## src/hw/bt_defs.svh

```systemverilog
`ifndef BT_DEFS_SVH
`define BT_DEFS_SVH

// ========================================
// Clock ratios, MHz units
// ========================================

// System clock into the enable generators
`define BT_SYS_HZ_NUM 64
// Video pixel clock doubled, 10 MHz x2
`define BT_VID_X2_NUM 20
// Sound chip clock doubled, 6 MHz x2
`define BT_SND_X2_NUM 12

// ========================================
// Loader indices
// ========================================

`define BT_IDX_W 6
`define BT_IDX_ROM0 6'd0
`define BT_IDX_ROM1 6'd1
`define BT_IDX_SROM 6'd2

// Nonzero: sound ROM must arrive before the core leaves reset
`define BT_SOUND_EN 1

// ========================================
// Game memory map
// ========================================

// Seven-bit prefixes above the 21-bit region offset
`define BT_BASE_RAM 7'd4
`define BT_BASE_NVRAM 7'd8
`define BT_BASE_SPR 7'd12
`define BT_ROM_OFS_W 23
`define BT_REG_OFS_W 21

`endif

```

## src/hw/bt_pkg.sv

```systemverilog
`default_nettype none

`include "bt_defs.svh"

package bt_pkg;

	// ========================================
	// Region select
	// ========================================

	// Top bit is the valid flag, low two bits the region code
	typedef enum logic [2:0] {
		region_none  = 3'b000,
		region_ram   = 3'b100,
		region_nvram = 3'b101,
		region_spr   = 3'b110,
		region_rom   = 3'b111
	} region_t;

	// ========================================
	// Address and data
	// ========================================

	// DDR word address, byte address bit 0 dropped
	typedef logic [26:0] ddr_word_addr_t;

	// Core address, ROM offset is the widest
	typedef logic [`BT_ROM_OFS_W-1:0] game_addr_t;

	typedef logic [31:0] word32_t;

	// Loader byte address and 16-bit payload
	typedef logic [24:0] load_addr_t;
	typedef logic [15:0] load_data_t;

endpackage

`default_nettype wire

```

## src/hw/fractional_ce.sv

```systemverilog
`timescale 1ns/1ps
`default_nettype none

module fractional_ce #(
	parameter int IN_RATE = 64,
	parameter int OUT_RATE = 20
) (
	input  logic clk_sys,
	input  logic reset,
	output logic ce
);

	// Room for the sum before it is wrapped back
	localparam int ACC_W = $clog2(IN_RATE + OUT_RATE) + 1;

	logic [ACC_W-1:0] acc;
	logic [ACC_W-1:0] sum;

	// Next accumulator value before wrap
	assign sum = acc + ACC_W'(OUT_RATE);

	always_ff @(posedge clk_sys or posedge reset) begin
		if (reset) begin
			acc <= '0;
			ce <= 1'b0;
		end else if (sum >= ACC_W'(IN_RATE)) begin
			// Wrap and emit one enable
			acc <= sum - ACC_W'(IN_RATE);
			ce <= 1'b1;
		end else begin
			acc <= sum;
			ce <= 1'b0;
		end
	end

	// Below half rate an enable is always followed by a gap
	if (2 * OUT_RATE < IN_RATE) begin : g_gap_chk
		a_ce_gap: assert property (@(posedge clk_sys) disable iff (reset)
			ce |=> !ce)
			else $error("fractional_ce: enable held for two cycles");
	end

endmodule

`default_nettype wire

```

## src/hw/clock_enables.sv

```systemverilog
`timescale 1ns/1ps
`default_nettype none

`include "bt_defs.svh"

module clock_enables (
	input  logic clk_sys,
	input  logic reset,
	output logic cpu_ce_f,
	output logic cpu_ce_r,
	output logic vid_ce_r,
	output logic snd_ce_f,
	output logic snd_ce_r
);

	// Doubled-rate strobes from the generators
	logic vid_x2;
	logic snd_x2;

	// Divide-by-two phase toggles
	logic vid_div;
	logic snd_div;

	// ========================================
	// CPU half-rate pair
	// ========================================

	// Fall enable toggles, rise enable trails by one cycle
	always_ff @(posedge clk_sys or posedge reset) begin
		if (reset) begin
			cpu_ce_f <= 1'b0;
			cpu_ce_r <= 1'b0;
		end else begin
			cpu_ce_f <= ~cpu_ce_f;
			cpu_ce_r <= cpu_ce_f;
		end
	end

	// ========================================
	// Video and sound enables
	// ========================================

	fractional_ce #(
		.IN_RATE(`BT_SYS_HZ_NUM),
		.OUT_RATE(`BT_VID_X2_NUM)
	) u_vid_ce (
		.clk_sys(clk_sys),
		.reset(reset),
		.ce(vid_x2)
	);

	fractional_ce #(
		.IN_RATE(`BT_SYS_HZ_NUM),
		.OUT_RATE(`BT_SND_X2_NUM)
	) u_snd_ce (
		.clk_sys(clk_sys),
		.reset(reset),
		.ce(snd_x2)
	);

	// Phase toggles advance only on their own strobe
	always_ff @(posedge clk_sys or posedge reset) begin
		if (reset) begin
			vid_div <= 1'b0;
			snd_div <= 1'b0;
		end else begin
			if (vid_x2)
				vid_div <= ~vid_div;
			if (snd_x2)
				snd_div <= ~snd_div;
		end
	end

	// Every second video strobe
	assign vid_ce_r = vid_x2 & vid_div;

	// Sound strobes split across the two phases
	assign snd_ce_f = snd_x2 & ~snd_div;
	assign snd_ce_r = snd_x2 & snd_div;

	a_snd_phase: assert property (@(posedge clk_sys) disable iff (reset)
		!(snd_ce_f && snd_ce_r))
		else $error("clock_enables: sound enables overlap");

endmodule

`default_nettype wire

```

## src/hw/rom_loader.sv

```systemverilog
`timescale 1ns/1ps
`default_nettype none

`include "bt_defs.svh"

module rom_loader (
	input  logic clk_sys,
	input  logic reset,
	input  logic reset_request,
	input  logic load_active,
	input  logic [`BT_IDX_W-1:0] load_index,
	input  bt_pkg::load_addr_t load_addr,
	input  bt_pkg::load_data_t load_data,
	input  logic load_wr,
	input  logic ddr_io_busy,
	input  logic sdr_busy,
	input  logic [20:0] snd_addr,
	input  logic snd_rd,
	output logic load_wait,
	output logic core_reset,
	output logic loading,
	output bt_pkg::ddr_word_addr_t ddr_io_addr,
	output bt_pkg::word32_t ddr_io_din,
	output logic [3:0] ddr_io_we,
	output bt_pkg::load_addr_t sdr_addr,
	output bt_pkg::load_data_t sdr_din,
	output logic sdr_wr,
	output logic sdr_rd,
	output logic sdr_word
);

	// Sound image counts as loaded when sound is left out
	localparam logic [2:0] DONE_INIT = (`BT_SOUND_EN != 0) ? 3'b000 : 3'b100;

	// Per-image download flags, bit 2 sound, bit 1 ROM1, bit 0 ROM0
	logic [2:0] dl;
	logic [2:0] dl_q;
	logic [2:0] load_done;

	// Busy history for falling-edge detect
	logic ddr_io_busy_q;
	logic sdr_busy_q;
	logic ddr_io_fall;
	logic sdr_fall;

	// Which memory the pending write went to
	logic wait_on_sdr;

	// ========================================
	// Index decode
	// ========================================

	assign dl[0] = load_active && (load_index == `BT_IDX_ROM0);
	assign dl[1] = load_active && (load_index == `BT_IDX_ROM1);
	assign dl[2] = load_active && (load_index == `BT_IDX_SROM);

	assign loading = |dl;

	assign ddr_io_fall = ddr_io_busy_q & ~ddr_io_busy;
	assign sdr_fall = sdr_busy_q & ~sdr_busy;

	// ========================================
	// Loader stall
	// ========================================

	always_ff @(posedge clk_sys or posedge reset) begin
		if (reset) begin
			ddr_io_busy_q <= 1'b0;
			sdr_busy_q <= 1'b0;
			load_wait <= 1'b0;
			wait_on_sdr <= 1'b0;
		end else begin
			ddr_io_busy_q <= ddr_io_busy;
			sdr_busy_q <= sdr_busy;
			if (load_wr && loading) begin
				// Hold the loader until the target finishes
				load_wait <= 1'b1;
				wait_on_sdr <= dl[2];
			end else if (wait_on_sdr ? sdr_fall : ddr_io_fall) begin
				load_wait <= 1'b0;
			end
		end
	end

	// ========================================
	// Completion and core reset
	// ========================================

	// A done bit sets when its download drops
	always_ff @(posedge clk_sys or posedge reset) begin
		if (reset) begin
			dl_q <= 3'b000;
			load_done <= DONE_INIT;
		end else begin
			dl_q <= dl;
			load_done <= load_done | (dl_q & ~dl);
		end
	end

	assign core_reset = reset | reset_request | ~&load_done;

	// ========================================
	// DDR load port
	// ========================================

	// Word-aligned, payload copied to both halves
	assign ddr_io_addr = {2'b00, load_addr[24:1], 1'b0};
	assign ddr_io_din = {2{load_data}};
	// ROM1 takes the upper lanes, ROM0 the lower
	assign ddr_io_we = {{2{dl[1] & load_wr}}, {2{dl[0] & load_wr}}};

	// ========================================
	// SDRAM port mux
	// ========================================

	// Loader owns the port during the sound download
	assign sdr_addr = dl[2] ? load_addr : {4'b0000, snd_addr};
	assign sdr_din = dl[2] ? load_data : '0;
	assign sdr_wr = dl[2] & load_wr;
	assign sdr_rd = ~dl[2] & snd_rd;
	assign sdr_word = dl[2];

	a_no_wr_in_wait: assert property (@(posedge clk_sys) disable iff (reset)
		load_wait |-> !load_wr)
		else $error("rom_loader: loader strobed while stalled");

endmodule

`default_nettype wire

```

## src/hw/game_memory_map.sv

```systemverilog
`timescale 1ns/1ps
`default_nettype none

`include "bt_defs.svh"

module game_memory_map (
	input  bt_pkg::game_addr_t game_addr,
	input  bt_pkg::word32_t game_wdata,
	input  logic [3:0] game_be,
	input  logic game_rd,
	input  logic sel_ram,
	input  logic sel_nvram,
	input  logic sel_spr,
	input  logic sel_rom,
	input  logic ddr_busy,
	input  bt_pkg::word32_t ddr_rdata,
	output bt_pkg::ddr_word_addr_t ddr_addr,
	output bt_pkg::word32_t ddr_din,
	output bt_pkg::word32_t game_rdata,
	output logic [3:0] ddr_we,
	output logic ddr_rd,
	output logic [1:0] ddr_cache,
	output logic game_ready
);

	// Byte address is one bit wider than the word address
	localparam int BYTE_W = $bits(bt_pkg::ddr_word_addr_t) + 1;

	bt_pkg::region_t region;
	logic [BYTE_W-1:0] byte_addr;
	logic writable;

	// ========================================
	// Select priority
	// ========================================

	always_comb begin
		if (sel_ram)
			region = bt_pkg::region_ram;
		else if (sel_nvram)
			region = bt_pkg::region_nvram;
		else if (sel_spr)
			region = bt_pkg::region_spr;
		else if (sel_rom)
			region = bt_pkg::region_rom;
		else
			region = bt_pkg::region_none;
	end

	// ========================================
	// Address formation
	// ========================================

	always_comb begin
		case (region)
			bt_pkg::region_ram:
				byte_addr = {`BT_BASE_RAM, game_addr[`BT_REG_OFS_W-1:0]};
			bt_pkg::region_nvram:
				byte_addr = {`BT_BASE_NVRAM, game_addr[`BT_REG_OFS_W-1:0]};
			bt_pkg::region_spr:
				byte_addr = {`BT_BASE_SPR, game_addr[`BT_REG_OFS_W-1:0]};
			// ROM sits at the bottom of DDR
			bt_pkg::region_rom:
				byte_addr = {{(BYTE_W - `BT_ROM_OFS_W){1'b0}}, game_addr};
			default:
				byte_addr = '0;
		endcase
	end

	assign ddr_addr = byte_addr[BYTE_W-1:1];
	// Cache line set picked by the region prefix bits
	assign ddr_cache = byte_addr[24:23];

	// ========================================
	// Enables and reply
	// ========================================

	// ROM is read-only
	assign writable = region[2] && (region != bt_pkg::region_rom);

	assign ddr_din = game_wdata;
	assign ddr_we = game_be & {4{writable}};
	assign ddr_rd = game_rd & region[2];
	assign game_rdata = ddr_rdata;

	// Idle bus reports ready
	assign game_ready = region[2] ? ~ddr_busy : 1'b1;

	// Core must never assert two regions at once
	always_comb begin
		a_sel_onehot: assert #0 ($onehot0({sel_ram, sel_nvram, sel_spr, sel_rom}))
			else $error("game_memory_map: overlapping region selects");
	end

endmodule

`default_nettype wire

```

## src/hw/bt_core_support.sv

```systemverilog
`timescale 1ns/1ps
`default_nettype none

`include "bt_defs.svh"

module bt_core_support (
	input  logic clk_sys,
	input  logic reset,
	input  logic reset_request,
	// Enables
	output logic cpu_ce_f,
	output logic cpu_ce_r,
	output logic vid_ce_r,
	output logic snd_ce_f,
	output logic snd_ce_r,
	// Loader
	input  logic load_active,
	input  logic [`BT_IDX_W-1:0] load_index,
	input  bt_pkg::load_addr_t load_addr,
	input  bt_pkg::load_data_t load_data,
	input  logic load_wr,
	output logic load_wait,
	output logic core_reset,
	output logic loading,
	// DDR load port
	output bt_pkg::ddr_word_addr_t ddr_io_addr,
	output bt_pkg::word32_t ddr_io_din,
	output logic [3:0] ddr_io_we,
	input  logic ddr_io_busy,
	// Game core
	input  bt_pkg::game_addr_t game_addr,
	input  bt_pkg::word32_t game_wdata,
	input  logic [3:0] game_be,
	input  logic game_rd,
	input  logic sel_ram,
	input  logic sel_nvram,
	input  logic sel_spr,
	input  logic sel_rom,
	output bt_pkg::word32_t game_rdata,
	output logic game_ready,
	// DDR game port
	output bt_pkg::ddr_word_addr_t ddr_addr,
	output bt_pkg::word32_t ddr_din,
	output logic [3:0] ddr_we,
	output logic ddr_rd,
	output logic [1:0] ddr_cache,
	input  logic ddr_busy,
	input  bt_pkg::word32_t ddr_rdata,
	// Sound chip and SDRAM
	input  logic [20:0] snd_addr,
	input  logic snd_rd,
	output bt_pkg::load_addr_t sdr_addr,
	output bt_pkg::load_data_t sdr_din,
	output logic sdr_wr,
	output logic sdr_rd,
	output logic sdr_word,
	input  logic sdr_busy
);

	clock_enables u_clock_enables (
		.clk_sys(clk_sys),
		.reset(reset),
		.cpu_ce_f(cpu_ce_f),
		.cpu_ce_r(cpu_ce_r),
		.vid_ce_r(vid_ce_r),
		.snd_ce_f(snd_ce_f),
		.snd_ce_r(snd_ce_r)
	);

	rom_loader u_rom_loader (
		.clk_sys(clk_sys),
		.reset(reset),
		.reset_request(reset_request),
		.load_active(load_active),
		.load_index(load_index),
		.load_addr(load_addr),
		.load_data(load_data),
		.load_wr(load_wr),
		.ddr_io_busy(ddr_io_busy),
		.sdr_busy(sdr_busy),
		.snd_addr(snd_addr),
		.snd_rd(snd_rd),
		.load_wait(load_wait),
		.core_reset(core_reset),
		.loading(loading),
		.ddr_io_addr(ddr_io_addr),
		.ddr_io_din(ddr_io_din),
		.ddr_io_we(ddr_io_we),
		.sdr_addr(sdr_addr),
		.sdr_din(sdr_din),
		.sdr_wr(sdr_wr),
		.sdr_rd(sdr_rd),
		.sdr_word(sdr_word)
	);

	game_memory_map u_game_memory_map (
		.game_addr(game_addr),
		.game_wdata(game_wdata),
		.game_be(game_be),
		.game_rd(game_rd),
		.sel_ram(sel_ram),
		.sel_nvram(sel_nvram),
		.sel_spr(sel_spr),
		.sel_rom(sel_rom),
		.ddr_busy(ddr_busy),
		.ddr_rdata(ddr_rdata),
		.ddr_addr(ddr_addr),
		.ddr_din(ddr_din),
		.game_rdata(game_rdata),
		.ddr_we(ddr_we),
		.ddr_rd(ddr_rd),
		.ddr_cache(ddr_cache),
		.game_ready(game_ready)
	);

endmodule

`default_nettype wire

```

## config.mk

```make
export PLATFORM = sky130hd
export DESIGN_NAME = bt_core_support
export DESIGN_NICKNAME = d
export VERILOG_FILES = /design/src/hw/bt_pkg.sv /design/src/hw/fractional_ce.sv /design/src/hw/clock_enables.sv /design/src/hw/rom_loader.sv /design/src/hw/game_memory_map.sv /design/src/hw/bt_core_support.sv
export VERILOG_INCLUDE_DIRS = /design/src /design/src/hw
export SDC_FILE = /design/constraint.sdc
export NUM_CORES = 1
export LEC_CHECK = 0
export BUFFER_PORTS_ARGS = -buffer_cell sky130_fd_sc_hd__buf_2
export CORE_AREA = 2 2 149 151
export CTS_CLUSTER_DIAMETER = 60
export DETAILED_ROUTE_END_ITERATION = 10
export DIE_AREA = 0 0 151 153
export GPL_TIMING_DRIVEN = 0
export PLACE_DENSITY_LB_ADDON = 0.1
export REMOVE_ABC_BUFFERS = 1
export SYNTH_ARGS = -nofsm -noshare
export SYNTH_HDL_FRONTEND = slang
export SYNTH_SLANG_ARGS = --single-unit
```

## constraint.sdc

```tcl
create_clock -name clk_sys -period 1.5 [get_ports clk_sys]
set_input_delay 0.075 -clock clk_sys [delete_from_list [all_inputs] [get_ports clk_sys]]
set_output_delay 0.075 -clock clk_sys [all_outputs]
set_load 0.02 [all_outputs]
```

==> metrics.cfg <==
[worst_setup_path]
arrival_ns=1.38
slowest_delay_ns=0.30
crit_path_top_delay_cell=mux2_4
crit_fanout=11
r2r_start=u_clock_enables.u_snd_ce.acc[2]
crit_start=load_index[5]
crit_top_cell=buf_2
start_kind=input port
crit_type=input port to primary output
crit_path_end_kind=primary output
crit_chain=buf_2, nor4b_4, buf_4, nand3_4, buf_8, mux2_4, buf_2
critical_path_required_ns=1.42

[timing]
setup_ws_ns=0.0446
slew-limit-headroom_pct=25.7
rsz0062_at_grt=yes
hold_violations=0
tightest_slew_ns=1.11
period_share_pct=97.0
slew_viol_final=0
skew_ns=0.00538
fin_crit_ns=1.46
timing.fmax_mhz=687
setup-violations-final=0
hold_slack_ns=0.0819

[global_route]
overflow=0
grt_max_degree=29
antenna_found_initial=0
grt_usage_pct=12.0
grt_pass1_vias=2528
grt_pass1_wl_mm=19.7

[routing]
wl_mm=14.6
vias=2660
antenna_left=0
drc_errors=0
avgViaCountPerCell=3.62
dr.pass1.iters=4
drt-wirelength-per-cell_um=19.9
drtIter0Drc=101

[die]
die_area_mm2=0.0231
ios=387
die_h_um=153
rows=54
start_util_pct=13.3
floorplan.die.width_um=151
core-area_mm2=0.0215

[yosys]
netlist.area_leader.share_pct=34.1
synthDistinctLibCells=39
netlist_area_mm2=0.00286
ys.flop_type=dfrtp_1
yosysTopAreaCell=buf_4
syn_avg_cell_area_um2=8.99
synth_seq_cells=28
synth_common_cells=130 x buf_4, 28 x dfrtp_1, 27 x nor2b_1
yosys_warnings=0
synth_area_leaders=buf_4 34%, dfrtp_1 24%, mux2_4 8.9%, nor2b_1 5.9%, and2_1 5.2%
yosysSeqAreaShare_pct=24.5
synthCells=318
synth_most_common_cell=buf_4
synth_edf_count=0
synthArstFlopShare_pct=100

[clocking]
cts_tree=done
cts_max_level=1
clk_pin_slew_ns=0.07
clockRootBuffer=clkbuf_16
insertion_delay_ns=0.26
clkSinkCount=28
clockBufferDepth=2
cts_made_buffers=3

[layout]
nets=630
utilization_pct=17.4
drive_above_1_share_pct=65.9
syn_to_final_growth_pct=30.6
final_cell_count_no_fill=734
antenna_cells=0

[placement]
dp_cells=717
pre_cts_slack_ns=-0.800
port_buffers=251
place_congestion=0.740
dpl.hpwl_mm=11.9

[run_status]
outcome=finished, final reports clean

[pwr]
total_power_uw=2210
cellLeakagePower_uw=0.00209
power_density_mw_per_mm2=591
max-vdd-ir-drop_uv=286

[min_path]
hp-class=input port to flop
hold_path_startpoint=load_wr

[job]
maxCapViolCount=0

## critical path: cells and delay by family
family,cells,cell delay (ns)
and+or+nand+nor,2,0.36
muxes,1,0.30
buffers and inverters,4,0.64
## kinds of logic (layout without fill, tap and decap cells)
kind of cell / count (synthesis) / in the layout / synth area share, %
simple gates: 89 / 90 / 19.5
compound gates: 18 / 18 / 4.37
buf+inv: 150 / 280 / 37.4
fa+ha+maj: 2 / 2 / 0.875
xor+xnor: 9 / 9 / 2.76
mux: 21 / 21 / 10.5
flops: 28 / 28 / 24.5
other cells: 1 / 6 / 0.131
## cells in the final DEF (no fill, tap or decap), drive strengths merged, types with 3 or more instances in the layout
| cell | netlist | final |
|---|---|---|
| nand4 | 3 | 3 |
| mux2 | 21 | 21 |
| nor2b | 27 | 27 |
| a21o | 5 | 5 |
| clkinvlp | 0 | 4 |
| xnor2 | 5 | 5 |
| nand3b | 3 | 3 |
| dfrtp | 28 | 28 |
| nand3 | 2 | 3 |
| nand2b | 3 | 3 |
| xor2 | 4 | 4 |
| nor2 | 8 | 8 |
| inv | 12 | 11 |
| clkbuf | 5 | 4 |
| conb | 1 | 6 |
| o21ai | 5 | 5 |
| buf | 133 | 259 |
| and2 | 24 | 24 |
| nand2 | 7 | 7 |
## final timing paths
path | endpoint | slack, ns | depth (start not counted)
worst max register to register | u_clock_enables.u_snd_ce.acc[7] | 0.05 | 4
worst max-delay path | sdr_addr[18] | 0.04 | 7
worst min register to register | u_clock_enables.cpu_ce_r | 0.41 | 0
min in group asynchronous | u_clock_enables.snd_div | 0.10 | 2
worst min-delay path | u_rom_loader.load_wait | 0.08 | 3
max in group asynchronous | u_rom_loader.dl_q[1] | 0.73 | 2
## flip-flops by register name (all words and copies together) (netlist names)
signal and flops:
u_clock_enables.u_snd_ce.ce 1, u_clock_enables.vid_div 1, u_clock_enables.snd_div 1, u_clock_enables.u_vid_ce.acc 6, u_rom_loader.load_wait 1, u_rom_loader.dl_q 3
u_clock_enables.cpu_ce_r 1, u_rom_loader.ddr_io_busy_q 1, u_clock_enables.u_vid_ce.ce 1, u_clock_enables.u_snd_ce.acc 6, u_rom_loader.wait_on_sdr 1, u_clock_enables.cpu_ce_f 1
u_rom_loader.load_done 3, u_rom_loader.sdr_busy_q 1
## metrics by stage
stage	cell area, um2	setup TNS [ns]
after floorplan	1860	-19.20
after global placement	3460	-54.77
after detailed placement	3480	-25.31
after CTS	3680	0
after global routing	3740	-0.136
final	3740	0
## what timing repair did
item | in CTS | in global routing
buffers inserted | 5 | 2
resized for setup | 9 | 14
gates cloned | 4 | 0
hold endpoints to repair | 2 | 0
pin swaps | 2 | 0
endpoints found under the setup margin | 59 | 42
hold buffers | 2 | 0
## where the power goes
part           switching [uW]  internal (uW)  leakage [uW]
sequential               14.3            779      0.000349
clock                     258            409     0.0000442
combinational             445            303       0.00170
## layer usage
metal  track usage (%)  vias to the layer above  wire length [um]
li1                  -                     1158                 -
met1              13.6                     1231              5520
met2              17.5                      257              6290
met3              9.64                        8              2450
met4              1.34                        6                89
met5              8.48                        -               218
## cell type report
cell class | count | area, um2
multi-input combinational | 146 | 1160
timing repair buffer | 261 | 1370
tap | 280 | 350
timing repair inverter | 3 | 22.5
fill | 2441 | 17700
sequential | 28 | 701
inverter | 12 | 48.8
clock buffer | 4 | 88.8
Power figures use the tool's default switching activity.
